<file path="src/rtl/mips_pkg.sv">
package mips_pkg;

	////////////////////////////////////////
	// widths
	////////////////////////////////////////

	typedef logic [31:0] data_t;
	typedef logic [4:0]  reg_addr_t;
	typedef logic [6:0]  imem_addr_t;
	// pc counts words, not bytes
	typedef logic [7:0]  pc_t;
	typedef logic [5:0]  op_t;
	typedef logic [5:0]  fn_t;
	typedef logic [2:0]  alu_op_t;

	// memory depths
	localparam int len_imem = 2 ** $bits(imem_addr_t);
	localparam int len_dmem = 32;
	localparam int dmem_aw  = $clog2(len_dmem);
	localparam int num_regs = 2 ** $bits(reg_addr_t);

	////////////////////////////////////////
	// encodings
	////////////////////////////////////////

	// primary opcodes
	localparam op_t op_rtype = 6'h00;
	localparam op_t op_j     = 6'h02;
	localparam op_t op_beq   = 6'h04;
	localparam op_t op_addi  = 6'h08;
	localparam op_t op_lw    = 6'h23;
	localparam op_t op_sw    = 6'h2b;

	// r-type funct field
	localparam fn_t fn_addu = 6'h21;
	localparam fn_t fn_subu = 6'h23;
	localparam fn_t fn_and  = 6'h24;
	localparam fn_t fn_or   = 6'h25;
	localparam fn_t fn_slt  = 6'h2a;

	// stops the machine once it reaches mem
	localparam data_t halt_word = 32'hffff_ffff;

	// alu operations
	localparam alu_op_t alu_add = 3'd0;
	localparam alu_op_t alu_sub = 3'd1;
	localparam alu_op_t alu_and = 3'd2;
	localparam alu_op_t alu_or  = 3'd3;
	localparam alu_op_t alu_slt = 3'd4;

	// fetch control
	typedef enum logic [1:0] {
		st_load,
		st_run,
		st_halted
	} fetch_state_t;

endpackage

</file>
<file path="src/rtl/stage_if.sv">
`timescale 1ns/1ps

module stage_if (
	input  logic                 clk,
	input  logic                 rst_n,
	input  logic                 debug_flag,
	input  mips_pkg::imem_addr_t imem_addr,
	input  mips_pkg::data_t      imem_data,
	input  logic                 imem_we,
	input  logic                 stall,
	input  logic                 jump,
	input  mips_pkg::pc_t        jump_target,
	input  logic                 branch_taken,
	input  mips_pkg::pc_t        branch_target,
	input  logic                 halt_seen,
	output mips_pkg::data_t      instr,
	output mips_pkg::pc_t        pc_plus4,
	output mips_pkg::pc_t        out_pc
);

	mips_pkg::data_t        imem [mips_pkg::len_imem];
	mips_pkg::fetch_state_t state;
	mips_pkg::pc_t          pc;
	mips_pkg::pc_t          next_pc;
	logic                   fetch_en;

	// debug write port, open only during the load phase
	always_ff @(posedge clk) begin
		if (state == mips_pkg::st_load && imem_we) begin
			imem[imem_addr] <= imem_data;
		end
	end

	// redirect priority: branch, jump, stall hold, increment
	always_comb begin
		if (branch_taken)
			next_pc = branch_target;
		else if (jump)
			next_pc = jump_target;
		else if (stall)
			next_pc = pc;
		else
			next_pc = pc + mips_pkg::pc_t'(1);
	end

	// halt in mem freezes fetch in the same cycle
	assign fetch_en = state == mips_pkg::st_run && !halt_seen;

	////////////////////////////////////////
	// fetch fsm and pc
	////////////////////////////////////////

	always_ff @(posedge clk) begin
		if (!rst_n) begin
			state <= mips_pkg::st_load;
			pc    <= '0;
		end else begin
			case (state)
				mips_pkg::st_load: begin
					// pc parked at 0 while loading
					pc <= '0;
					if (!debug_flag)
						state <= mips_pkg::st_run;
				end
				mips_pkg::st_run: begin
					if (halt_seen)
						state <= mips_pkg::st_halted;
					else
						pc <= next_pc;
				end
				mips_pkg::st_halted: state <= mips_pkg::st_halted;
				default: state <= mips_pkg::st_load;
			endcase
		end
	end

	// if/id register, zero word doubles as bubble
	always_ff @(posedge clk) begin
		if (!rst_n) begin
			instr    <= '0;
			pc_plus4 <= '0;
		end else if (fetch_en) begin
			if (branch_taken || jump) begin
				instr <= '0;
			end else if (!stall) begin
				instr    <= imem[mips_pkg::imem_addr_t'(pc)];
				pc_plus4 <= pc + mips_pkg::pc_t'(1);
			end
		end
	end

	assign out_pc = pc;

endmodule

</file>
<file path="config.mk">
export PLATFORM = sky130hd
export DESIGN_NAME = stage_if
export DESIGN_NICKNAME = d
export VERILOG_FILES = /design/src/rtl/mips_pkg.sv /design/src/rtl/stage_if.sv
export SDC_FILE = /design/constraint.sdc
export NUM_CORES = 2
export LEC_CHECK = 0
export BUFFER_PORTS_ARGS = -buffer_cell sky130_fd_sc_hd__buf_4
export CAP_MARGIN = 10
export CORE_AREA = 4 4 735 737
export CTS_CLUSTER_DIAMETER = 100
export DETAILED_ROUTE_END_ITERATION = 12
export DIE_AREA = 0 0 739 741
export PLACE_DENSITY = 0.47
export SETUP_SLACK_MARGIN = 0.5
export SLEW_MARGIN = 10
export SYNTH_ARGS = -nofsm -noshare
export SYNTH_HDL_FRONTEND = slang
export SYNTH_SLANG_ARGS = --single-unit
</file>
<file path="constraint.sdc">
create_clock -name clk -period 5.85 [get_ports clk]
set_input_delay 0.2925 -clock clk [delete_from_list [all_inputs] [get_ports clk]]
set_output_delay 0.2925 -clock clk [all_outputs]
set_load 0.02 [all_outputs]
</file>
==> flow_metrics.tcl <==
set metrics [dict create \
    rows 268 \
    post_synth_xor_area_fraction_pct 0.0329 \
    share_comb_of_total_power_pct 8.2 \
    layout.nets 8477 \
    final_cell_count_no_fill 15811 \
    core_region_area_um2 532000 \
    vdd_ir_drop_max_mv 0.221 \
    grt_first_pass_wirelength_um 676000 \
    final-seq-area_um2 124000 \
    cts_post_setup_buffers_inserted 0 \
    power-per-cell-area_nw_per_um2 356 \
    ant_nets 0 \
    sequentialPowerShare_pct 49.8 \
    synthesis.area_per_instance_um2 20.2 \
    area_growth_pct 16.4 \
    post_cts_resize_count 0 \
    numPortBuffers 110 \
    synth-edff-count 4096 \
    ys_dominant_reg_cell "sky130_fd_sc_hd__edfxtp_1" \
    netlist_top_cells_area "sky130_fd_sc_hd__edfxtp_1 77%, sky130_fd_sc_hd__mux4_2 7.2%, sky130_fd_sc_hd__mux2i_1 6.7%" \
    syn_area_um2 160000 \
    synth_top_family_by_area "multiplexers" \
    gr-total-overflow 0 \
    placedCellCount 14930 \
    report.final.hold_viol_count 0 \
    worst_setup_hold_path_clk_slew_ps 60 \
    final_layout_size_suffix_gt1_share_pct 21.3 \
    achievable-frequency_mhz 216 \
    yosys.area_share.adder_pct 0.0313 \
    post-synth-top-area-fraction_pct 77.0 \
    antenna_found_initial 48 \
    timing.final.crit_share_pct 79.3 \
    route.vias.total 81435 \
    worst_slack_on_hold_paths_ps 217 \
    cts-root-to-sink-buffers 4 \
    clk_latency_ps 990 \
    cts.sink_count 4153 \
    drc_errors 0 \
    finalSetupTns_ps 0 \
    fp.dieArea_um2 548000 \
    avgViaCountPerCell 5.15 \
    wl_per_cell_um 31.1 \
    detailedRoute.firstPassIterationCount 5 \
    layout.cell_area.non_filler_um2 186000 \
    layout.core_utilization_pct 34.9 \
    cts_tree "built" \
    max_cap_viol_count 0 \
    finalSetupViolations 0 \
    multiInputGateArea_um2 34100 \
    preCtsSetupSlack_ps 1150 \
    syn-num-nets 7972 \
    worstPathMaxFanout 31 \
    synth.yosys.warnings 0 \
    synth_commonest_cells "4096 x sky130_fd_sc_hd__edfxtp_1, 1072 x sky130_fd_sc_hd__mux2i_1, 508 x sky130_fd_sc_hd__mux4_2" \
    clkPwrFrac_pct 42.0 \
    numCtsBuffers 437 \
    grt_usage_pct 17.4 \
    synth_sequential_area_ratio_pct 77.7 \
    cts_hold_buf 61 \
    worstPathRequired_ps 6710 \
    synthArstFlopShare_pct 0 \
    worst_clock_skew_ps 64.1 \
    chipWidth_um 739 \
    detail_route.iter0.violations 8699 \
    die_y_um 741 \
    netlist.top_cell.by_area "sky130_fd_sc_hd__edfxtp_1" \
    start_util_pct 30.0 \
    worst_min_delay_path_class "in2reg" \
    post_synth_mux_area_share_pct 14.3 \
    transition_at_the_pin_with_the_smallest_max_transition_slack_ps 1360 \
    dpl.hpwl_um 300000 \
    nFillCells 49439 \
    p_sw_mw 15.4 \
    largest_net_degree_at_the_start_of_global_routing 104 \
    fin_total_pwr_mw 66.2 \
    synth-compound-area-share_pct 4.26 \
    clock_tree.htree_level_count 5 \
    setup_ws_final_ps 1210 \
    setup.worst_path.start_class "register" \
    yosys.cell_types.count 56 \
    timing.critical_path.arrival_ps 5500 \
    period_needed_ps 4640 \
    path_class "reg2reg" \
    rsz0062_at_grt "no" \
    detailed_place.area_um2 171000 \
    grt_pass1_vias 81856 \
    slew_headroom_pct 8.61 \
    cts_root_buf "sky130_fd_sc_hd__clkbuf_16" \
    drt-total-wl_um 491000 \
    synth_most_common_cell "sky130_fd_sc_hd__edfxtp_1" \
    num_io_pins 111 \
    report.final.slew_viol_count 0 \
    synthCells 7905 \
    end_kind "register" \
    fraction_of_the_mapped_netlist_area_in_simple_logic_gates_pct 1.89 \
    design_internal_power_mw 50.7 \
    outcome "complete, no violations" \
    gp_routability_congestion 0.806 \
    leakagePower_nw 54.8 \
    ys_seq_elements 4153 \
    netSwitchingFraction_pct 23.3 \
]
==> power groups by stage <==
| stage | Sequential, mW | Clock, mW | Combinational, mW |
|---|---|---|---|
| after global routing | 33.0 | 29.7 | 5.68 |
| after detailed placement | 33.6 | 0 | 5.43 |
| final | 33.0 | 27.8 | 5.42 |
| after CTS | 33.0 | 28.4 | 5.51 |
| after global placement | 33.6 | 0 | 5.40 |
| after floorplan | 33.5 | 0 | 2.72 |
==> registers in the layout, indices dropped and copies added (netlist names), named ones only <==
register and flops:
state 2, out_pc 8, instr 32, pc_plus4 8, imem 4096
==> critical path, cell delays in order, from the launching register on <==
cell                      delay (ps)
sky130_fd_sc_hd__dfxtp_4        1060
sky130_fd_sc_hd__buf_12          290
sky130_fd_sc_hd__buf_4           490
sky130_fd_sc_hd__buf_4           470
sky130_fd_sc_hd__mux2i_1         230
sky130_fd_sc_hd__a22oi_1         120
sky130_fd_sc_hd__a31oi_2         680
sky130_fd_sc_hd__a31oi_1         480
sky130_fd_sc_hd__buf_4           280
sky130_fd_sc_hd__a211o_1         290
==> per-layer routing <==
layer  global-route usage [%]  share of wire (%)  up-vias  wire length, um
li1                         -                  -    33915                -
met1                     24.5                 44    44189           216000
met2                     27.9                 47     2766           230000
met3                     2.98                6.4      557            31400
met4                     4.54                2.7        8            13400
met5                        0              0.011        -               54
==> worst paths after layout <==
| check | start | to | slack [ps] | cells past startpoint |
|---|---|---|---|---|
| worst max-delay path | register | instr[31]$_SDFFE_PN0P_ | 1210 | 9 |
| worst min-delay path | imem_addr[3] | imem[29][28]$_DFFE_PP_ | 220 | 4 |
| worst max register to register | register | instr[31]$_SDFFE_PN0P_ | 1210 | 9 |
| worst min register to register | pc_plus4[1]$_SDFFE_PN0P_ | pc_plus4[1]$_SDFFE_PN0P_ | 480 | 2 |
==> layout make-up <==
type	count	share of cell area, %
Clock inverter	272	1.48
Antenna cell	11	0.0148
Timing Repair Buffer	536	2.51
Clock buffer	537	6.21
Sequential cell	4153	66.7
Tap cell	7020	4.72
Inverter	7	0.0141
Multi-Input combinational cell	3275	18.3
==> layout by cell type (no fill, tap or decap), types with 24 or more instances in the layout <==
master                          synthesis  layout
sky130_fd_sc_hd__a211o_1               27      27
sky130_fd_sc_hd__a211oi_1              85      81
sky130_fd_sc_hd__a21oi_1              148     148
sky130_fd_sc_hd__a22o_1                43      43
sky130_fd_sc_hd__a22oi_1              328     328
sky130_fd_sc_hd__a31oi_1               98      88
sky130_fd_sc_hd__a32oi_1               27      27
sky130_fd_sc_hd__buf_12                 0      34
sky130_fd_sc_hd__buf_4                 93     424
sky130_fd_sc_hd__bufinv_16              0      50
sky130_fd_sc_hd__clkbuf_1             135      85
sky130_fd_sc_hd__clkbuf_16              0     445
sky130_fd_sc_hd__clkinv_1               0      99
sky130_fd_sc_hd__clkinv_2               0      80
sky130_fd_sc_hd__dfxtp_1               57      52
sky130_fd_sc_hd__dlygate4sd3_1          0      61
sky130_fd_sc_hd__edfxtp_1            4096    4096
sky130_fd_sc_hd__mux2_2                63      63
sky130_fd_sc_hd__mux2i_1             1072    1072
sky130_fd_sc_hd__mux4_2               508     508
sky130_fd_sc_hd__nand2_1              143     137
sky130_fd_sc_hd__nand3_1              153     152
sky130_fd_sc_hd__nand4_1               24      24
sky130_fd_sc_hd__nor2_1               173      44
sky130_fd_sc_hd__nor2_4                 2     131
sky130_fd_sc_hd__nor4_1                35      24
sky130_fd_sc_hd__o22ai_1              203     203
==> logic make-up (layout without fill, tap and decap cells) <==
| kind of cell | Yosys count | in the layout |
|---|---|---|
| flip-flops | 4153 | 4153 |
| other | 0 | 11 |
| buffers and inverters | 477 | 1352 |
| AO/OA/AOI/OAI | 992 | 992 |
| multiplexers | 1643 | 1643 |
| AND/OR/NAND/NOR | 630 | 630 |
| XOR/XNOR | 6 | 6 |
| adder cells (fa/ha/maj) | 4 | 4 |
Note: power is estimated with default switching activity, not from simulation.
