## src/rtl/mips_pkg.sv

```systemverilog
package mips_pkg;

	////////////////////////////////////////
	// widths
	////////////////////////////////////////

	typedef logic [31:0] data_t;
	typedef logic [4:0]  reg_addr_t;
	typedef logic [6:0]  imem_addr_t;
	// pc counts words, not bytes
	typedef logic [7:0]  pc_t;
	typedef logic [5:0]  op_t;
	typedef logic [5:0]  fn_t;
	typedef logic [2:0]  alu_op_t;

	// memory depths
	localparam int len_imem = 2 ** $bits(imem_addr_t);
	localparam int len_dmem = 32;
	localparam int dmem_aw  = $clog2(len_dmem);
	localparam int num_regs = 2 ** $bits(reg_addr_t);

	////////////////////////////////////////
	// encodings
	////////////////////////////////////////

	// primary opcodes
	localparam op_t op_rtype = 6'h00;
	localparam op_t op_j     = 6'h02;
	localparam op_t op_beq   = 6'h04;
	localparam op_t op_addi  = 6'h08;
	localparam op_t op_lw    = 6'h23;
	localparam op_t op_sw    = 6'h2b;

	// r-type funct field
	localparam fn_t fn_addu = 6'h21;
	localparam fn_t fn_subu = 6'h23;
	localparam fn_t fn_and  = 6'h24;
	localparam fn_t fn_or   = 6'h25;
	localparam fn_t fn_slt  = 6'h2a;

	// stops the machine once it reaches mem
	localparam data_t halt_word = 32'hffff_ffff;

	// alu operations
	localparam alu_op_t alu_add = 3'd0;
	localparam alu_op_t alu_sub = 3'd1;
	localparam alu_op_t alu_and = 3'd2;
	localparam alu_op_t alu_or  = 3'd3;
	localparam alu_op_t alu_slt = 3'd4;

	// fetch control
	typedef enum logic [1:0] {
		st_load,
		st_run,
		st_halted
	} fetch_state_t;

endpackage

```

## src/rtl/pipe_if.sv

```systemverilog
`timescale 1ns/1ps

// decode to execute
interface id_ex_if;
	mips_pkg::data_t     rs_val;
	mips_pkg::data_t     rt_val;
	mips_pkg::data_t     imm;
	mips_pkg::reg_addr_t rs, rt, dest;
	mips_pkg::alu_op_t   alu_op;
	logic                alu_src_imm;
	logic                mem_read, mem_write, reg_write, mem_to_reg;
	logic                is_branch, halt;
	mips_pkg::pc_t       pc_plus4;

	modport source (output rs_val, rt_val, imm, rs, rt, dest, alu_op, alu_src_imm,
		mem_read, mem_write, reg_write, mem_to_reg, is_branch, halt, pc_plus4);
	modport sink (input rs_val, rt_val, imm, rs, rt, dest, alu_op, alu_src_imm,
		mem_read, mem_write, reg_write, mem_to_reg, is_branch, halt, pc_plus4);
endinterface


// write-back, read by the register file and by forwarding
interface mem_wb_if;
	logic                reg_write;
	mips_pkg::reg_addr_t dest;
	mips_pkg::data_t     wb_data;

	modport source (output reg_write, dest, wb_data);
	modport sink (input reg_write, dest, wb_data);
endinterface

```

## src/rtl/stage_id.sv

```systemverilog
`timescale 1ns/1ps

module stage_id (
	input  logic                clk,
	input  logic                rst_n,
	input  mips_pkg::data_t     instr,
	input  mips_pkg::pc_t       pc_plus4,
	input  logic                flush,
	mem_wb_if.sink              wb,
	input  mips_pkg::reg_addr_t dbg_reg_addr,
	input  logic                ex_mem_read,
	input  mips_pkg::reg_addr_t ex_dest,
	output logic                stall,
	output logic                jump,
	output mips_pkg::pc_t       jump_target,
	output mips_pkg::data_t     dbg_reg_data,
	id_ex_if.source             out
);

	// instruction fields
	mips_pkg::op_t       op;
	mips_pkg::fn_t       funct;
	mips_pkg::reg_addr_t rs;
	mips_pkg::reg_addr_t rt;
	mips_pkg::reg_addr_t rd;
	mips_pkg::data_t     imm;

	// opcode class
	logic is_r;
	logic is_addi;
	logic is_lw;
	logic is_sw;
	logic is_beq;
	logic is_halt;
	logic fn_ok;
	logic uses_rs;
	logic uses_rt;

	mips_pkg::alu_op_t   alu_op;
	mips_pkg::reg_addr_t dest;
	logic                reg_write;
	logic                bubble;
	mips_pkg::data_t     rs_val;
	mips_pkg::data_t     rt_val;
	mips_pkg::data_t     rf [mips_pkg::num_regs];

	// r0 reads zero, a same-cycle write is bypassed
	function automatic mips_pkg::data_t rf_read(input mips_pkg::reg_addr_t a);
		if (a == '0)
			return '0;
		if (wb.reg_write && wb.dest == a)
			return wb.wb_data;
		return rf[a];
	endfunction

	assign op    = instr[31:26];
	assign rs    = instr[25:21];
	assign rt    = instr[20:16];
	assign rd    = instr[15:11];
	assign funct = instr[5:0];
	// sign extended immediate
	assign imm   = {{16{instr[15]}}, instr[15:0]};

	////////////////////////////////////////
	// decode
	////////////////////////////////////////

	// halt opcode 6'h3f matches no class below
	assign is_halt = instr == mips_pkg::halt_word;
	assign is_r    = op == mips_pkg::op_rtype;
	assign is_addi = op == mips_pkg::op_addi;
	assign is_lw   = op == mips_pkg::op_lw;
	assign is_sw   = op == mips_pkg::op_sw;
	assign is_beq  = op == mips_pkg::op_beq;
	assign jump    = op == mips_pkg::op_j;
	// j target field taken as a word index
	assign jump_target = instr[7:0];

	always_comb begin
		fn_ok  = 1'b1;
		alu_op = mips_pkg::alu_add;
		if (is_beq)
			alu_op = mips_pkg::alu_sub;
		else if (is_r) begin
			case (funct)
				mips_pkg::fn_addu: alu_op = mips_pkg::alu_add;
				mips_pkg::fn_subu: alu_op = mips_pkg::alu_sub;
				mips_pkg::fn_and:  alu_op = mips_pkg::alu_and;
				mips_pkg::fn_or:   alu_op = mips_pkg::alu_or;
				mips_pkg::fn_slt:  alu_op = mips_pkg::alu_slt;
				// unknown funct, incl. the zero nop, writes nothing
				default:           fn_ok  = 1'b0;
			endcase
		end
	end

	assign dest      = is_r ? rd : rt;
	// writes to r0 dropped here, so nothing downstream sees them
	assign reg_write = ((is_r && fn_ok) || is_addi || is_lw) && dest != '0;
	assign uses_rs   = is_r || is_addi || is_lw || is_sw || is_beq;
	assign uses_rt   = is_r || is_sw || is_beq;

	// load-use against the instruction now in ex
	assign stall = ex_mem_read && ex_dest != '0 &&
		((uses_rs && rs == ex_dest) || (uses_rt && rt == ex_dest));

	// stall or flush turns the id/ex entry into a bubble
	assign bubble = flush || stall;

	////////////////////////////////////////
	// register file
	////////////////////////////////////////

	always_ff @(posedge clk) begin
		if (!rst_n) begin
			for (int i = 0; i < mips_pkg::num_regs; i++)
				rf[i] <= '0;
		end else if (wb.reg_write && wb.dest != '0) begin
			rf[wb.dest] <= wb.wb_data;
		end
	end

	always_comb begin
		rs_val       = rf_read(rs);
		rt_val       = rf_read(rt);
		dbg_reg_data = rf_read(dbg_reg_addr);
	end

	// id/ex controls
	always_ff @(posedge clk) begin
		if (!rst_n || bubble) begin
			out.dest       <= '0;
			out.mem_read   <= 1'b0;
			out.mem_write  <= 1'b0;
			out.reg_write  <= 1'b0;
			out.mem_to_reg <= 1'b0;
			out.is_branch  <= 1'b0;
			out.halt       <= 1'b0;
		end else if (!out.halt) begin
			out.dest       <= dest;
			out.mem_read   <= is_lw;
			out.mem_write  <= is_sw;
			out.reg_write  <= reg_write;
			out.mem_to_reg <= is_lw;
			out.is_branch  <= is_beq;
			out.halt       <= is_halt;
		end
	end

	// id/ex payload
	always_ff @(posedge clk) begin
		if (!out.halt) begin
			out.rs_val      <= rs_val;
			out.rt_val      <= rt_val;
			out.imm         <= imm;
			out.rs          <= rs;
			out.rt          <= rt;
			out.alu_op      <= alu_op;
			out.alu_src_imm <= is_addi || is_lw || is_sw;
			out.pc_plus4    <= pc_plus4;
		end
	end

	// decode gates r0 writes three stages upstream of wb
	assert property (@(posedge clk) disable iff (!rst_n) !(wb.reg_write && wb.dest == '0));

endmodule

```

## src/flat_wrapper.sv

```systemverilog
// flat-port wrapper written by rule: the top's interface ports become plain ports
module stage_id_flat 
  (clk, rst_n, instr, pc_plus4, flush, dbg_reg_addr, ex_mem_read, ex_dest, stall, jump, jump_target, dbg_reg_data, wb_reg_write, wb_dest, wb_wb_data, out_rs_val, out_rt_val, out_imm, out_rs, out_rt, out_dest, out_alu_op, out_alu_src_imm, out_mem_read, out_mem_write, out_reg_write, out_mem_to_reg, out_is_branch, out_halt, out_pc_plus4);
  mem_wb_if wb_i ();
  id_ex_if out_i ();
  input  logic clk;
  input  logic rst_n;
  input  mips_pkg::data_t instr;
  input  mips_pkg::pc_t pc_plus4;
  input  logic flush;
  input  mips_pkg::reg_addr_t dbg_reg_addr;
  input  logic ex_mem_read;
  input  mips_pkg::reg_addr_t ex_dest;
  output logic stall;
  output logic jump;
  output mips_pkg::pc_t jump_target;
  output mips_pkg::data_t dbg_reg_data;
  input wire logic [$bits(wb_i.reg_write)-1:0] wb_reg_write;
  input wire logic [$bits(wb_i.dest)-1:0] wb_dest;
  input wire logic [$bits(wb_i.wb_data)-1:0] wb_wb_data;
  output wire logic [$bits(out_i.rs_val)-1:0] out_rs_val;
  output wire logic [$bits(out_i.rt_val)-1:0] out_rt_val;
  output wire logic [$bits(out_i.imm)-1:0] out_imm;
  output wire logic [$bits(out_i.rs)-1:0] out_rs;
  output wire logic [$bits(out_i.rt)-1:0] out_rt;
  output wire logic [$bits(out_i.dest)-1:0] out_dest;
  output wire logic [$bits(out_i.alu_op)-1:0] out_alu_op;
  output wire logic [$bits(out_i.alu_src_imm)-1:0] out_alu_src_imm;
  output wire logic [$bits(out_i.mem_read)-1:0] out_mem_read;
  output wire logic [$bits(out_i.mem_write)-1:0] out_mem_write;
  output wire logic [$bits(out_i.reg_write)-1:0] out_reg_write;
  output wire logic [$bits(out_i.mem_to_reg)-1:0] out_mem_to_reg;
  output wire logic [$bits(out_i.is_branch)-1:0] out_is_branch;
  output wire logic [$bits(out_i.halt)-1:0] out_halt;
  output wire logic [$bits(out_i.pc_plus4)-1:0] out_pc_plus4;
  assign wb_i.reg_write = wb_reg_write;
  assign wb_i.dest = wb_dest;
  assign wb_i.wb_data = wb_wb_data;
  assign out_rs_val = out_i.rs_val;
  assign out_rt_val = out_i.rt_val;
  assign out_imm = out_i.imm;
  assign out_rs = out_i.rs;
  assign out_rt = out_i.rt;
  assign out_dest = out_i.dest;
  assign out_alu_op = out_i.alu_op;
  assign out_alu_src_imm = out_i.alu_src_imm;
  assign out_mem_read = out_i.mem_read;
  assign out_mem_write = out_i.mem_write;
  assign out_reg_write = out_i.reg_write;
  assign out_mem_to_reg = out_i.mem_to_reg;
  assign out_is_branch = out_i.is_branch;
  assign out_halt = out_i.halt;
  assign out_pc_plus4 = out_i.pc_plus4;
  stage_id u_core (.clk(clk), .rst_n(rst_n), .instr(instr), .pc_plus4(pc_plus4), .flush(flush), .wb(wb_i), .dbg_reg_addr(dbg_reg_addr), .ex_mem_read(ex_mem_read), .ex_dest(ex_dest), .stall(stall), .jump(jump), .jump_target(jump_target), .dbg_reg_data(dbg_reg_data), .out(out_i));
endmodule
```

## config.mk

```make
export PLATFORM = sky130hd
export DESIGN_NAME = stage_id_flat
export DESIGN_NICKNAME = d
export VERILOG_FILES = /design/src/rtl/mips_pkg.sv /design/src/rtl/pipe_if.sv /design/src/rtl/stage_id.sv /design/src/flat_wrapper.sv
export SDC_FILE = /design/constraint.sdc
export NUM_CORES = 2
export LEC_CHECK = 0
export BUFFER_PORTS_ARGS = -buffer_cell sky130_fd_sc_hd__buf_2
export CAP_MARGIN = 20
export CORE_MARGIN = 8
export CORE_UTILIZATION = 40
export CTS_CLUSTER_DIAMETER = 80
export DETAILED_ROUTE_END_ITERATION = 10
export PLACE_DENSITY = 0.64
export SLEW_MARGIN = 20
export SYNTH_ARGS = -nofsm -noshare
export SYNTH_HDL_FRONTEND = slang
export SYNTH_SLANG_ARGS = --single-unit
```

## constraint.sdc

```tcl
create_clock -name clk -period 6.7 [get_ports clk]
set_input_delay 1.34 -clock clk [delete_from_list [all_inputs] [get_ports clk]]
set_output_delay 1.34 -clock clk [all_outputs]
set_load 0.05 [all_outputs]
```

==> qor.txt <==
I/O Buffers = 262
worst reg2reg path depth = 5
asr flop ratio synth = 0%
hold buffers post-CTS = 0
Synth area leaders = edfxtp_1, mux4_2, and2_1
share of layout cells above drive strength 1 = 30.4%
Final ANT Viol Nets = 0
Post-Route WL = 288000 um
Final HPWL DP = 181000 um
critical path buffer and inverter count = 3
CTS resizes = 0
commonest non-fill, non-tap cells in the layout = edfxtp_1, and2_1, mux4_2
worst-path fanout max = 17
max-slew violations = 0
drt drc = 0
period utilisation layout = 92.9%
Yosys reg bits = 1136
post-synth top area cell = edfxtp_1
GPL Wtd Cong = 0.975
vias in the first global route = 47543
Endpoint, Worst Hold = u_core.out.dest[2]
Final setup viols = 0
Vert. Die Dim = 427 um
FMAX = 161 MHz
dpl cell area = 0.0715 mm2
postcts setup bufs = 0
synth unique cells = 73
Clock Skew = 0.0388 ns
CP cell instances = buf_2 > buf_4 > or2_2 > o22ai_1 > nor2_1 > o22ai_1 > a211oi_1 > buf_2
drt first pass iters = 7
I/O pin count = 263
Min Clock Period, post-route = 6.22 ns
Synth Instances = 4664
Layout Cells excl Fill = 7060
Worst path top cell family by delay = compound AO/OA/AOI/OAI gates
post-synthesis sequential area ratio = 50.5%
RR Startpoint = u_core.rf[18][22]
H-tree lvl count = 3
Clk pin slew, worst setup/hold paths = 0.06 ns
Yosys top cell area share = 50.2%
die area = 0.182 mm2
Post-Syn Area = 0.0674 mm2
HP Class = flip-flop to flip-flop
Slew headroom = 15.2%
FP Rows = 150
Post-synth EDFFs = 1126
slowest stage delay, CP = 0.92 ns
status = finished clean
CTS tree = built
Final #Nets = 4807
initial antenna violation count = 31
vias per inst = 7.13
Util after Layout = 45.3%
core area = 0.167 mm2
Syn Area/Cell = 14.5 um2
CP endpoint kind = output pin
Initial Util = 40.3%
Synth Warn # = 0
worst skew pair latency = 0.80 ns
RSZ-0062 raised after global routing = false
drt wl/cell = 40.8 um
Worst-Margin Slew = 1.27 ns
critical path class = primary input to output pin
first-pass GRT wire length = 391000 um
leakage dissipation = 0.0258 uW
GRT Util Overall = 30.7%
setup tns final = 0 ns
Area growth syn-to-layout = 12.4%
Setup crit start kind = primary input
CTS Buffer Depth = 3
most common cell after layout, fill and taps aside = edfxtp_1
root buffer cell = clkbuf_16
VDD IR max = 0.217 mV
ys flop type = edfxtp_1
grt total ovfl = 0
DR iter-0 viols = 9280
Worst EP required = 5.36 ns
Hold Crit Start = u_core.out.dest[2]
pwr/cell area = 253 mW/mm2
die width = 427 um
Arrival @ worst endpoint = 4.88 ns
placed insts = 6794
largest net degree at the start of global routing = 115
Max Cap Viol = 0
Pwr Total = 19200 uW
final hold vios = 0
worst reg2reg endpoint = u_core.out.rt_val[22]
Inserted Clock Buffers = 121
fin area = 0.0758 mm2
slowest stage cell on the critical path = a211oi_1
Via Count = 50326
sinks on the clock net = 1136
Worst Hold Depth = 2
FF-to-FF setup slack = 4.08 ns
==> state kept, by name, summed over array words and instances, names as in the netlist <==
signal and count:
u_core.out.mem_read 1, u_core.out.rs_val 32, u_core.out.alu_op 3, u_core.out.pc_plus4 8, u_core.out.is_branch 1, u_core.out.rs 5
u_core.out.halt 1, u_core.out.reg_write 1, u_core.out.imm 16, u_core.out.rt 5, u_core.out.alu_src_imm 1, u_core.out.mem_write 1
u_core.out.dest 5, u_core.out.rt_val 32, u_core.rf 1024
==> cell type report <==
cell class,count,area (um2)
Antenna cell,40,100
Clock buffer,135,3080
Clock inverter,89,1020
Fill cell,14508,91500
Inverter,9,41.3
Multi-Input combinational cell,2992,31600
Sequential cell,1136,34000
Tap cell,2204,2760
Timing Repair Buffer,455,3100
==> synth_stat cells (15+ instances only) <==
cell and number:
nand3_1 39, nor2_1 99, nor2b_1 26, o22ai_1 99
o21ai_0 80, buf_2 104, o211ai_1 34, a221oi_1 40
edfxtp_1 1126, mux4_2 717, nor4_1 15, buf_4 64
a21oi_1 54, nor3_1 88, nand2_1 111, a22oi_1 125
and2_1 944, buf_1 45, a2111oi_0 16, a211oi_1 37
xnor2_1 23, a22o_1 47, mux2i_1 166, o21ai_1 18
clkbuf_1 333, nand2b_1 21, nand4_1 15
==> layer usage <==
metal  routed length [um]  GRT usage, %  part of all wire [%]
met1                94000          37.1                    33
met2               124000          45.0                    43
met3                42600          10.3                    15
met4                26700          24.1                   9.3
met5                  221         0.403                 0.077
==> worst register-to-register path, delay by kind of cell, from the launching register on <==
kind,cells,cell delay (ns)
flops,1,0.42
compound gates,2,1.04
simple gates,1,0.21
mux,2,0.62
==> stage by stage <==
step / hold slack (ns) / setup WS [ns]
2_1_floorplan: 0.697 / 1.50
3_3_place_gp: 0.477 / 1.09
3_5_place_dp: 0.488 / 1.07
4_1_cts: 0.496 / 1.07
5_1_grt: 0.529 / 0.638
6_report: 0.492 / 0.476
==> where the power goes <==
group | leakage [uW] | switching [uW] | total (uW) | internal [uW]
Sequential | 0.0109 | 296 | 8560 | 8270
Clock | 0.00198 | 3090 | 7170 | 4070
Combinational | 0.0129 | 2230 | 3420 | 1190
Total | 0.0258 | 5620 | 19200 | 13500
==> worst max path at each step <==
stage,start,endpoint,slack [ns],cells after the start
after floorplan,wb_dest[2],u_core.rf[5][0],1.50,5
after global placement,dbg_reg_addr[4],dbg_reg_data[13],1.09,9
after detailed placement,dbg_reg_addr[4],dbg_reg_data[30],1.07,8
after CTS,dbg_reg_addr[4],dbg_reg_data[30],1.07,8
after global routing,dbg_reg_addr[4],dbg_reg_data[30],0.64,8
final,dbg_reg_addr[4],dbg_reg_data[30],0.48,8
==> cells by family after synthesis <==
group / after synthesis / synth area share, %
flops: 1136 / 50.5
mux: 894 / 26.6
buf+inv: 567 / 3.83
compound gates: 624 / 6.53
other cells: 1 / 0.00556
xor+xnor: 26 / 0.338
simple gates: 1416 / 12.3
Note: power is estimated with default switching activity, not from simulation.
