==> src/rtl/mips_pkg.sv <==
package mips_pkg;

	////////////////////////////////////////
	// widths
	////////////////////////////////////////

	typedef logic [31:0] data_t;
	typedef logic [4:0]  reg_addr_t;
	typedef logic [6:0]  imem_addr_t;
	// pc counts words, not bytes
	typedef logic [7:0]  pc_t;
	typedef logic [5:0]  op_t;
	typedef logic [5:0]  fn_t;
	typedef logic [2:0]  alu_op_t;

	// memory depths
	localparam int len_imem = 2 ** $bits(imem_addr_t);
	localparam int len_dmem = 32;
	localparam int dmem_aw  = $clog2(len_dmem);
	localparam int num_regs = 2 ** $bits(reg_addr_t);

	////////////////////////////////////////
	// encodings
	////////////////////////////////////////

	// primary opcodes
	localparam op_t op_rtype = 6'h00;
	localparam op_t op_j     = 6'h02;
	localparam op_t op_beq   = 6'h04;
	localparam op_t op_addi  = 6'h08;
	localparam op_t op_lw    = 6'h23;
	localparam op_t op_sw    = 6'h2b;

	// r-type funct field
	localparam fn_t fn_addu = 6'h21;
	localparam fn_t fn_subu = 6'h23;
	localparam fn_t fn_and  = 6'h24;
	localparam fn_t fn_or   = 6'h25;
	localparam fn_t fn_slt  = 6'h2a;

	// stops the machine once it reaches mem
	localparam data_t halt_word = 32'hffff_ffff;

	// alu operations
	localparam alu_op_t alu_add = 3'd0;
	localparam alu_op_t alu_sub = 3'd1;
	localparam alu_op_t alu_and = 3'd2;
	localparam alu_op_t alu_or  = 3'd3;
	localparam alu_op_t alu_slt = 3'd4;

	// fetch control
	typedef enum logic [1:0] {
		st_load,
		st_run,
		st_halted
	} fetch_state_t;

endpackage

==> src/rtl/pipe_if.sv <==


// execute to memory, also the first forwarding source
interface ex_mem_if;
	mips_pkg::data_t     alu_result;
	mips_pkg::data_t     store_val;
	mips_pkg::pc_t       branch_target;
	logic                zero;
	mips_pkg::reg_addr_t dest;
	logic                mem_read, mem_write, reg_write, mem_to_reg;
	logic                is_branch, halt;

	modport source (output alu_result, store_val, branch_target, zero, dest,
		mem_read, mem_write, reg_write, mem_to_reg, is_branch, halt);
	modport sink (input alu_result, store_val, branch_target, zero, dest,
		mem_read, mem_write, reg_write, mem_to_reg, is_branch, halt);
endinterface

// write-back, read by the register file and by forwarding
interface mem_wb_if;
	logic                reg_write;
	mips_pkg::reg_addr_t dest;
	mips_pkg::data_t     wb_data;

	modport source (output reg_write, dest, wb_data);
	modport sink (input reg_write, dest, wb_data);
endinterface

==> src/rtl/stage_mem.sv <==
`timescale 1ns/1ps

module stage_mem (
	input  logic          clk,
	input  logic          rst_n,
	ex_mem_if.sink        in,
	mem_wb_if.source      out,
	output logic          branch_taken,
	output mips_pkg::pc_t branch_target,
	output logic          halt_seen,
	output logic          halt_flag
);

	mips_pkg::data_t             dmem [mips_pkg::len_dmem];
	logic [mips_pkg::dmem_aw-1:0] word_addr;
	mips_pkg::data_t             load_data;
	logic                        wb_halt;

	// branch resolved here, redirect goes straight to fetch
	assign branch_taken  = in.is_branch && in.zero;
	assign branch_target = in.branch_target;
	assign halt_seen     = in.halt;

	////////////////////////////////////////
	// data memory
	////////////////////////////////////////

	// byte address in, low two bits dropped
	assign word_addr = in.alu_result[mips_pkg::dmem_aw+1:2];
	assign load_data = dmem[word_addr];

	always_ff @(posedge clk) begin
		if (!rst_n) begin
			for (int i = 0; i < mips_pkg::len_dmem; i++)
				dmem[i] <= '0;
		end else if (in.mem_write) begin
			dmem[word_addr] <= in.store_val;
		end
	end

	// mem/wb, frozen once the halt word arrives
	always_ff @(posedge clk) begin
		if (!rst_n) begin
			out.reg_write <= 1'b0;
			wb_halt       <= 1'b0;
		end else if (!wb_halt) begin
			out.reg_write <= in.reg_write;
			wb_halt       <= in.halt;
		end
	end

	always_ff @(posedge clk) begin
		if (!wb_halt) begin
			out.dest    <= in.dest;
			out.wb_data <= in.mem_to_reg ? load_data : in.alu_result;
		end
	end

	// sticky until reset, one cycle behind the halt in wb
	always_ff @(posedge clk) begin
		if (!rst_n)
			halt_flag <= 1'b0;
		else if (wb_halt)
			halt_flag <= 1'b1;
	end

	// both come from one decoded opcode in id
	assert property (@(posedge clk) disable iff (!rst_n) !(in.mem_read && in.mem_write));

endmodule

==> src/flat_wrapper.sv <==
// flat-port wrapper written by rule: the top's interface ports become plain ports
module stage_mem_flat 
  (clk, rst_n, branch_taken, branch_target, halt_seen, halt_flag, in_alu_result, in_store_val, in_branch_target, in_zero, in_dest, in_mem_read, in_mem_write, in_reg_write, in_mem_to_reg, in_is_branch, in_halt, out_reg_write, out_dest, out_wb_data);
  ex_mem_if in_i ();
  mem_wb_if out_i ();
  input  logic clk;
  input  logic rst_n;
  output logic branch_taken;
  output mips_pkg::pc_t branch_target;
  output logic halt_seen;
  output logic halt_flag;
  input wire logic [$bits(in_i.alu_result)-1:0] in_alu_result;
  input wire logic [$bits(in_i.store_val)-1:0] in_store_val;
  input wire logic [$bits(in_i.branch_target)-1:0] in_branch_target;
  input wire logic [$bits(in_i.zero)-1:0] in_zero;
  input wire logic [$bits(in_i.dest)-1:0] in_dest;
  input wire logic [$bits(in_i.mem_read)-1:0] in_mem_read;
  input wire logic [$bits(in_i.mem_write)-1:0] in_mem_write;
  input wire logic [$bits(in_i.reg_write)-1:0] in_reg_write;
  input wire logic [$bits(in_i.mem_to_reg)-1:0] in_mem_to_reg;
  input wire logic [$bits(in_i.is_branch)-1:0] in_is_branch;
  input wire logic [$bits(in_i.halt)-1:0] in_halt;
  output wire logic [$bits(out_i.reg_write)-1:0] out_reg_write;
  output wire logic [$bits(out_i.dest)-1:0] out_dest;
  output wire logic [$bits(out_i.wb_data)-1:0] out_wb_data;
  assign in_i.alu_result = in_alu_result;
  assign in_i.store_val = in_store_val;
  assign in_i.branch_target = in_branch_target;
  assign in_i.zero = in_zero;
  assign in_i.dest = in_dest;
  assign in_i.mem_read = in_mem_read;
  assign in_i.mem_write = in_mem_write;
  assign in_i.reg_write = in_reg_write;
  assign in_i.mem_to_reg = in_mem_to_reg;
  assign in_i.is_branch = in_is_branch;
  assign in_i.halt = in_halt;
  assign out_reg_write = out_i.reg_write;
  assign out_dest = out_i.dest;
  assign out_wb_data = out_i.wb_data;
  stage_mem u_core (.clk(clk), .rst_n(rst_n), .in(in_i), .out(out_i), .branch_taken(branch_taken), .branch_target(branch_target), .halt_seen(halt_seen), .halt_flag(halt_flag));
endmodule
==> config.mk <==
export PLATFORM = sky130hd
export DESIGN_NAME = stage_mem_flat
export DESIGN_NICKNAME = d
export VERILOG_FILES = /design/src/rtl/mips_pkg.sv /design/src/rtl/pipe_if.sv /design/src/rtl/stage_mem.sv /design/src/flat_wrapper.sv
export SDC_FILE = /design/constraint.sdc
export NUM_CORES = 1
export LEC_CHECK = 0
export BUFFER_PORTS_ARGS = -buffer_cell sky130_fd_sc_hd__buf_2
export CORE_ASPECT_RATIO = 1.4
export CORE_UTILIZATION = 55
export DETAILED_ROUTE_END_ITERATION = 8
export GPL_ROUTABILITY_DRIVEN = 0
export MAX_ROUTING_LAYER = met4
export PLACE_DENSITY = 0.79
export RECOVER_POWER = 100
export SLEW_MARGIN = 30
export SYNTH_ARGS = -nofsm -noshare
export SYNTH_HDL_FRONTEND = slang
export SYNTH_SLANG_ARGS = --single-unit
==> constraint.sdc <==
create_clock -name clk -period 8.3 [get_ports clk]
set_input_delay 1.66 -clock clk [delete_from_list [all_inputs] [get_ports clk]]
set_output_delay 1.66 -clock clk [all_outputs]
set_load 0.02 [all_outputs]
==> run_results.csv, run 1 <==
group,metric,value,unit
grt,grt_overflow,0,
clocking,cts_setup_buffers,0,
setup_path,worst-setup-path-type,"primary input to flop",
final_layout,stdcell_count,4229,
placed_design,dpl_worst_slack,2.90,ns
synth,synthCells,3079,
clocking,htreeDepth,3,
grt,antenna_found_initial,9,
setup_path,r2r_setup_slack,5.30,ns
synth,muxShareOfSynthArea,12.0,%
final_layout,layout.nets,3137,
drt,routed_via_density,6.56,
clocking,cts_hold_buf,0,
timing,post-route-min-period,6.24,ns
setup_path,worstPathRequired,8.54,ns
synth,synth-async-reset-ratio,0,%
pwr,p_leak,17.2,nW
final_layout,fin_util,60.7,%
timing,post-route-period-util,75.2,%
drt,drt_first_iter_violations,3825,
setup_path,crit_slowest_cell,"clkbuf_1",
setup_path,crit_top_cell,"clkbuf_1",
synth,synth-compound-area-share,3.11,%
clocking,clockBufferDepth,3,
timing,finalHoldViolCount,0,
timing,whs,0.490,ns
clocking,cts.reportedPaths.clkPinSlew,0.07,ns
die,rows,127,
grt,grtUsageTotal,30.1,%
synth,synth_flop_cell,"edfxtp_1",
final_layout,synthToLayoutAreaGrowth,9.18,%
clocking,clockRootBuffer,"clkbuf_16",
setup_path,endpoint_kind,"flop",
timing,slew_headroom,-123,%
synth,synth_warnings,0,
clocking,cts_buffers,92,
grt,grt_first_pass_wirelength,184000,um
outcome,run_status,"finished, violations left",
synth,synth_top_family_by_area,"simple AND/OR/NAND/NOR gates",
outcome,violations,"capacitance limit, slew limit",
timing,tightest_slew,3.31,ns
placed_design,dpl.cell_count,4038,
setup_path,arrival,6.48,ns
setup_path,max_stage_delay,1.84,ns
drt,drc,0,
worst_hold_path,min_to,"u_core.halt_flag$_SDFFE_PN0P_",
synth,synth_xor_area_share,0,%
final_layout,fin_area,52100,sq um
synth,synth_edf_count,1061,
setup_path,path_cells,"buf_8 > inv_1 > or3_1 > clkbuf_1 > o21ai_0 > clkbuf_1",
clocking,cts_tree,"yes",
die,fp.dieH,351,um
timing,rsz0062_at_grt,"no",
synth,synthSimpleGateAreaFrac,15.1,%
final_layout,seqCellArea,31900,sq um
synth,synth_nets,3165,
timing,final_max_slew_viol_count,1275,
die,core_area,85800,sq um
setup_path,reg2reg_from,"u_core.wb_halt$_SDFF_PN0_",
synth,yosysSeqAreaShare,66.9,%
final_layout,layout.cells.most_common,"edfxtp_1",
timing,clock_skew,0.0217,ns
synth,synth_area,47700,sq um
timing,final-setup-viol-count,0,
worst_hold_path,hold_path.startpoint,"u_core.halt_flag$_SDFFE_PN0P_",
setup_path,crit_buf_inv,4,
setup_path,worst_setup_path_start_kind,"primary input",
setup_path,rr_endpoint,"u_core.out.wb_data[6]$_DFFE_PN_",
final_layout,multiInputGateArea,14600,sq um
drt,first_pass_iters,5,
die,start_util,55.6,%
setup_path,crit_family,"buffers and inverters",
final_layout,fillers,6064,
final_layout,mostFrequentLayoutCells,"1,061 x edfxtp_1, 622 x and2_0, 405 x and2_1, 209 x mux4_2, 103 x a22oi_1",
placed_design,post-dp-hpwl,73800,um
synth,syn_avg_cell_area,15.5,sq um
drt,drtAntennaViolNets,0,
setup_path,crit_fanout,58,
clocking,clock-sinks,1064,
die,die_w,251,um
synth,ys_ff_latch,1064,
drt,wl,128000,um
synth,synth.distinct_cells,47,
job,cap_violations,50,
die,die_area,88000,sq um
timing,setup_ws,2.06,ns
drt,routedWlPerCell,30.4,um
worst_hold_path,holdPathStages,1,
die,ios,135,
grt,grt_pass1_vias,28200,
pwr,power.density,224,nW/um^2
synth,synth_fa_ha_area_share,0,%
worst_hold_path,hp-class,"flop to flop",
timing,fmax,0.160,GHz
placed_design,port_buffers,117,
placed_design,dpl_cell_area,49400,sq um
setup_path,worstRegToRegCells,1,
pwr,power,11.7,mW
timing,fin_tns_setup,0,ns
clocking,clkLatencyLatePin,0.69,ns
pwr,ir_drop,0.165,mV
grt,grt_max_degree,97,
final_layout,drive_gt1_share,17.0,%
drt,vias,27700,
clocking,cts.repair.resized,0,
[sequential cells by signal, summed over array words and instances, names as in the netlist]
name,flops
u_core.dmem,1024
u_core.out.wb_data,32
u_core.halt_flag,1
u_core.out.reg_write,1
u_core.wb_halt,1
u_core.out.dest,5
[cells by family (layout without fill, tap and decap cells)]
logic type | after synthesis | in the layout
multiplexers | 306 | 306
other | 0 | 9
AND/OR/NAND/NOR | 1192 | 1192
AO/OA/AOI/OAI | 204 | 204
flip-flops | 1064 | 1064
buffers and inverters | 313 | 358
[layer usage]
layer,GRT usage (%),vias up,routed length (um)
met3,5.47,395,12900
met2,49.9,1887,66000
li1,-,11300,-
met4,15.5,0,6330
met1,35.1,14200,43300
met5,-,-,0
[worst max-delay path by stage]
stage,cells past startpoint,endpoint,from
2_1_floorplan,5,u_core.dmem[0][0]$_SDFFCE_PN0P_,in_alu_result[3]
3_3_place_gp,6,u_core.dmem[31][25]$_SDFFCE_PN0P_,in_alu_result[2]
3_5_place_dp,6,u_core.dmem[11][22]$_SDFFCE_PN0P_,in_alu_result[2]
4_1_cts,6,u_core.dmem[31][28]$_SDFFCE_PN0P_,in_alu_result[2]
5_1_grt,6,u_core.dmem[9][3]$_SDFFCE_PN0P_,in_alu_result[2]
6_report,6,u_core.dmem[9][3]$_SDFFCE_PN0P_,in_alu_result[2]
[cell usage after synthesis, types with 3 or more instances]
cell type / number / area (sq um)
a31oi_1: 8 / 50.1
clkbuf_2: 11 / 55.1
nand4_1: 28 / 175
mux4_2: 209 / 4710
nor2b_1: 4 / 25.0
buf_6: 4 / 45.0
buf_2: 51 / 255
nand3_1: 3 / 15.0
or3_1: 4 / 25.0
and2_1: 1026 / 6420
o21ai_0: 32 / 160
nor2_1: 53 / 199
nand2_1: 50 / 188
clkbuf_1: 219 / 822
a22oi_1: 103 / 773
mux2i_1: 46 / 460
nand2b_1: 5 / 31.3
o221ai_1: 9 / 78.8
o21a_1: 4 / 30.0
o22a_1: 20 / 175
o22ai_1: 8 / 50.1
edfxtp_1: 1061 / 31900
mux2_2: 51 / 574
a21oi_1: 4 / 20.0
dfxtp_1: 3 / 60.1
nor4_1: 5 / 31.3
buf_4: 25 / 188
a22o_1: 8 / 70.1
[cell type report]
| type | instances | area share (%) |
|---|---|---|
| well taps | 1096 | 2.63 |
| flip-flops and latches | 1064 | 61.2 |
| inverters | 2 | 0.0168 |
| diodes | 9 | 0.0432 |
| clock buffers | 111 | 4.64 |
| repair buffers | 189 | 2.04 |
| multi-input cells | 1702 | 28.0 |
| clock inverters | 56 | 1.39 |
[power by group]
group / internal [mW] / leakage [nW] / switching (mW)
sequential: 6.22 / 10.1 / 0.0883
combinational: 0.289 / 5.52 / 0.546
clock: 2.58 / 1.53 / 1.96
total: 9.09 / 17.2 / 2.59
Power figures use the tool's default switching activity.
==> run 2, diff against run 1 <==
Clock period 8.3 ns to 5.98 ns, I/O delays scaled along.
==> run 2 against run 1 <==
The flow still finishes with violations (capacitance limit, slew limit). Non-clock buffer count grew 5. Sequential share of layout area shrank 0.16 points. Global-route usage shrank 0.89 points. Wire length shrank 3.4%. Critical path depth shrank 1. Clock skew shrank 0.0034 ns. Hold slack lost 0.021 ns. Via count shrank 1.8%. Utilization grew 0.16 points. Setup slack lost 1.1 ns. Cell area grew 0.26%. Critical path type unchanged. Highest routed layer unchanged.
==> run_results.csv, run 2 (synthesis results as in run 1) <==
group,metric,value,unit
clocking,clockBufferDepth,3,
placed_design,post-dp-hpwl,74900,um
setup_path,path_cells,"clkbuf_1 > nor2b_1 > nand2_1 > o21ai_4 > clkbuf_1",
final_layout,mostFrequentLayoutCells,"1,061 x edfxtp_1, 539 x and2_0, 488 x and2_1, 209 x mux4_2, 103 x a22oi_1",
timing,setup_ws,0.953,ns
job,cap_violations,34,
setup_path,crit_top_cell,"clkbuf_1",
die,die_area,88000,sq um
clocking,clockRootBuffer,"clkbuf_16",
timing,final_max_slew_viol_count,900,
grt,grt_pass1_vias,27900,
clocking,htreeDepth,3,
timing,slew_headroom,-91.0,%
final_layout,multiInputGateArea,14800,sq um
timing,final-setup-viol-count,0,
final_layout,layout.cells.most_common,"edfxtp_1",
clocking,cts_tree,"yes",
final_layout,synthToLayoutAreaGrowth,9.46,%
final_layout,top_register,"u_core.dmem",
grt,grt_first_pass_wirelength,180000,um
drt,drc,0,
final_layout,fin_util,60.9,%
drt,routedWlPerCell,29.3,um
die,ios,135,
pwr,ir_drop,0.193,mV
pwr,power.density,306,nW/um^2
grt,grtUsageTotal,29.2,%
drt,drt_first_iter_violations,3588,
die,start_util,55.6,%
setup_path,crit_fanout,24,
final_layout,fillers,5983,
clocking,cts_setup_buffers,0,
timing,post-route-min-period,5.03,ns
outcome,run_status,"finished, violations left",
final_layout,largest_register_ffs,1024,
setup_path,worst_setup_path_start_kind,"primary input",
clocking,cts.repair.resized,0,
timing,clock_skew,0.0183,ns
final_layout,reg.largest.list,"u_core.dmem (1024), u_core.out.wb_data (32), u_core.out.dest (5)",
clocking,cts_hold_buf,0,
die,fp.dieH,351,um
pwr,power,16.0,mW
timing,tightest_slew,2.85,ns
timing,post-route-period-util,84.1,%
setup_path,arrival,5.26,ns
timing,finalHoldViolCount,0,
placed_design,port_buffers,117,
drt,routed_via_density,6.43,
timing,fmax,0.199,GHz
grt,grt_overflow,0,
drt,first_pass_iters,6,
clocking,clock-sinks,1064,
die,core_area,85800,sq um
clocking,cts_buffers,94,
grt,antenna_found_initial,8,
setup_path,crit_slowest_cell,"clkbuf_1",
drt,vias,27200,
drt,drtAntennaViolNets,0,
final_layout,drive_gt1_share,17.7,%
worst_hold_path,hp-class,"flop to flop",
placed_design,dpl_worst_slack,1.42,ns
setup_path,worst-setup-path-type,"primary input to flop",
die,rows,127,
drt,wl,124000,um
clocking,cts.reportedPaths.clkPinSlew,0.07,ns
setup_path,worstPathRequired,6.22,ns
timing,whs,0.469,ns
die,die_w,251,um
setup_path,endpoint_kind,"flop",
grt,grt_max_degree,123,
timing,rsz0062_at_grt,"no",
setup_path,max_stage_delay,1.43,ns
timing,fin_tns_setup,0,ns
clocking,clkLatencyLatePin,0.66,ns
final_layout,seqCellArea,31900,sq um
outcome,violations,"capacitance limit, slew limit",
final_layout,layout.nets,3144,
pwr,p_leak,17.3,nW
==> run 2: changes by cell type in the layout (fill, tap and decap cells not counted), sizes merged, moves of 2 or more <==
cell,change
clkbuf,+5
clkinvlp,+2
inv,+3
diode,-2
buf,+2
bufinv,-6
==> run 2: metal layers <==
metal / GRT usage, % / up-vias / share of wire, %
li1: - / 11300 / -
met1: 34.7 / 13900 / 34
met2: 48.9 / 1676 / 51
met3: 4.75 / 356 / 9.5
met4: 13.5 / 0 / 4.7
met5: - / - / 0
==> run 2: area by class of cell <==
| type | count | area share, % |
|---|---|---|
| inverters | 2 | 0.0168 |
| clock inverters | 54 | 1.04 |
| flip-flops and latches | 1064 | 61.1 |
| clock buffers | 113 | 4.76 |
| diodes | 7 | 0.0335 |
| well taps | 1096 | 2.62 |
| multi-input cells | 1702 | 28.3 |
| repair buffers | 194 | 2.11 |
==> run 2: final timing paths <==
kind                                       from                          endpoint  slack [ns]  depth (start not counted)
hold / removal    u_core.halt_flag$_SDFFE_PN0P_     u_core.halt_flag$_SDFFE_PN0P_        0.47                          1
setup / recovery               in_alu_result[5]  u_core.dmem[15][5]$_SDFFCE_PN0P_        0.95                          5
setup reg to reg      u_core.wb_halt$_SDFF_PN0_   u_core.out.wb_data[5]$_DFFE_PN_        2.88                          1
hold reg to reg   u_core.halt_flag$_SDFFE_PN0P_     u_core.halt_flag$_SDFFE_PN0P_        0.47                          1
==> run 2: power by group <==
part | leakage (nW) | switching [mW] | internal [mW]
sequential | 10.1 | 0.121 | 8.62
combinational | 5.65 | 0.757 | 0.410
clock | 1.47 | 2.71 | 3.39
==> run 2: critical path, delay by kind of cell <==
kind / cells / cell delay [ns]
compound gates: 1 / 0.59
buf+inv: 2 / 2.51
simple gates: 2 / 0.88
==> run 2: through the flow <==
step | cell area (sq um) | cells
finish | 52300 | 4232
global placement | 49500 | 4055
global route | 52300 | 4230
CTS | 52600 | 4223
floorplan | 47700 | 3079
detailed placement | 49600 | 4056
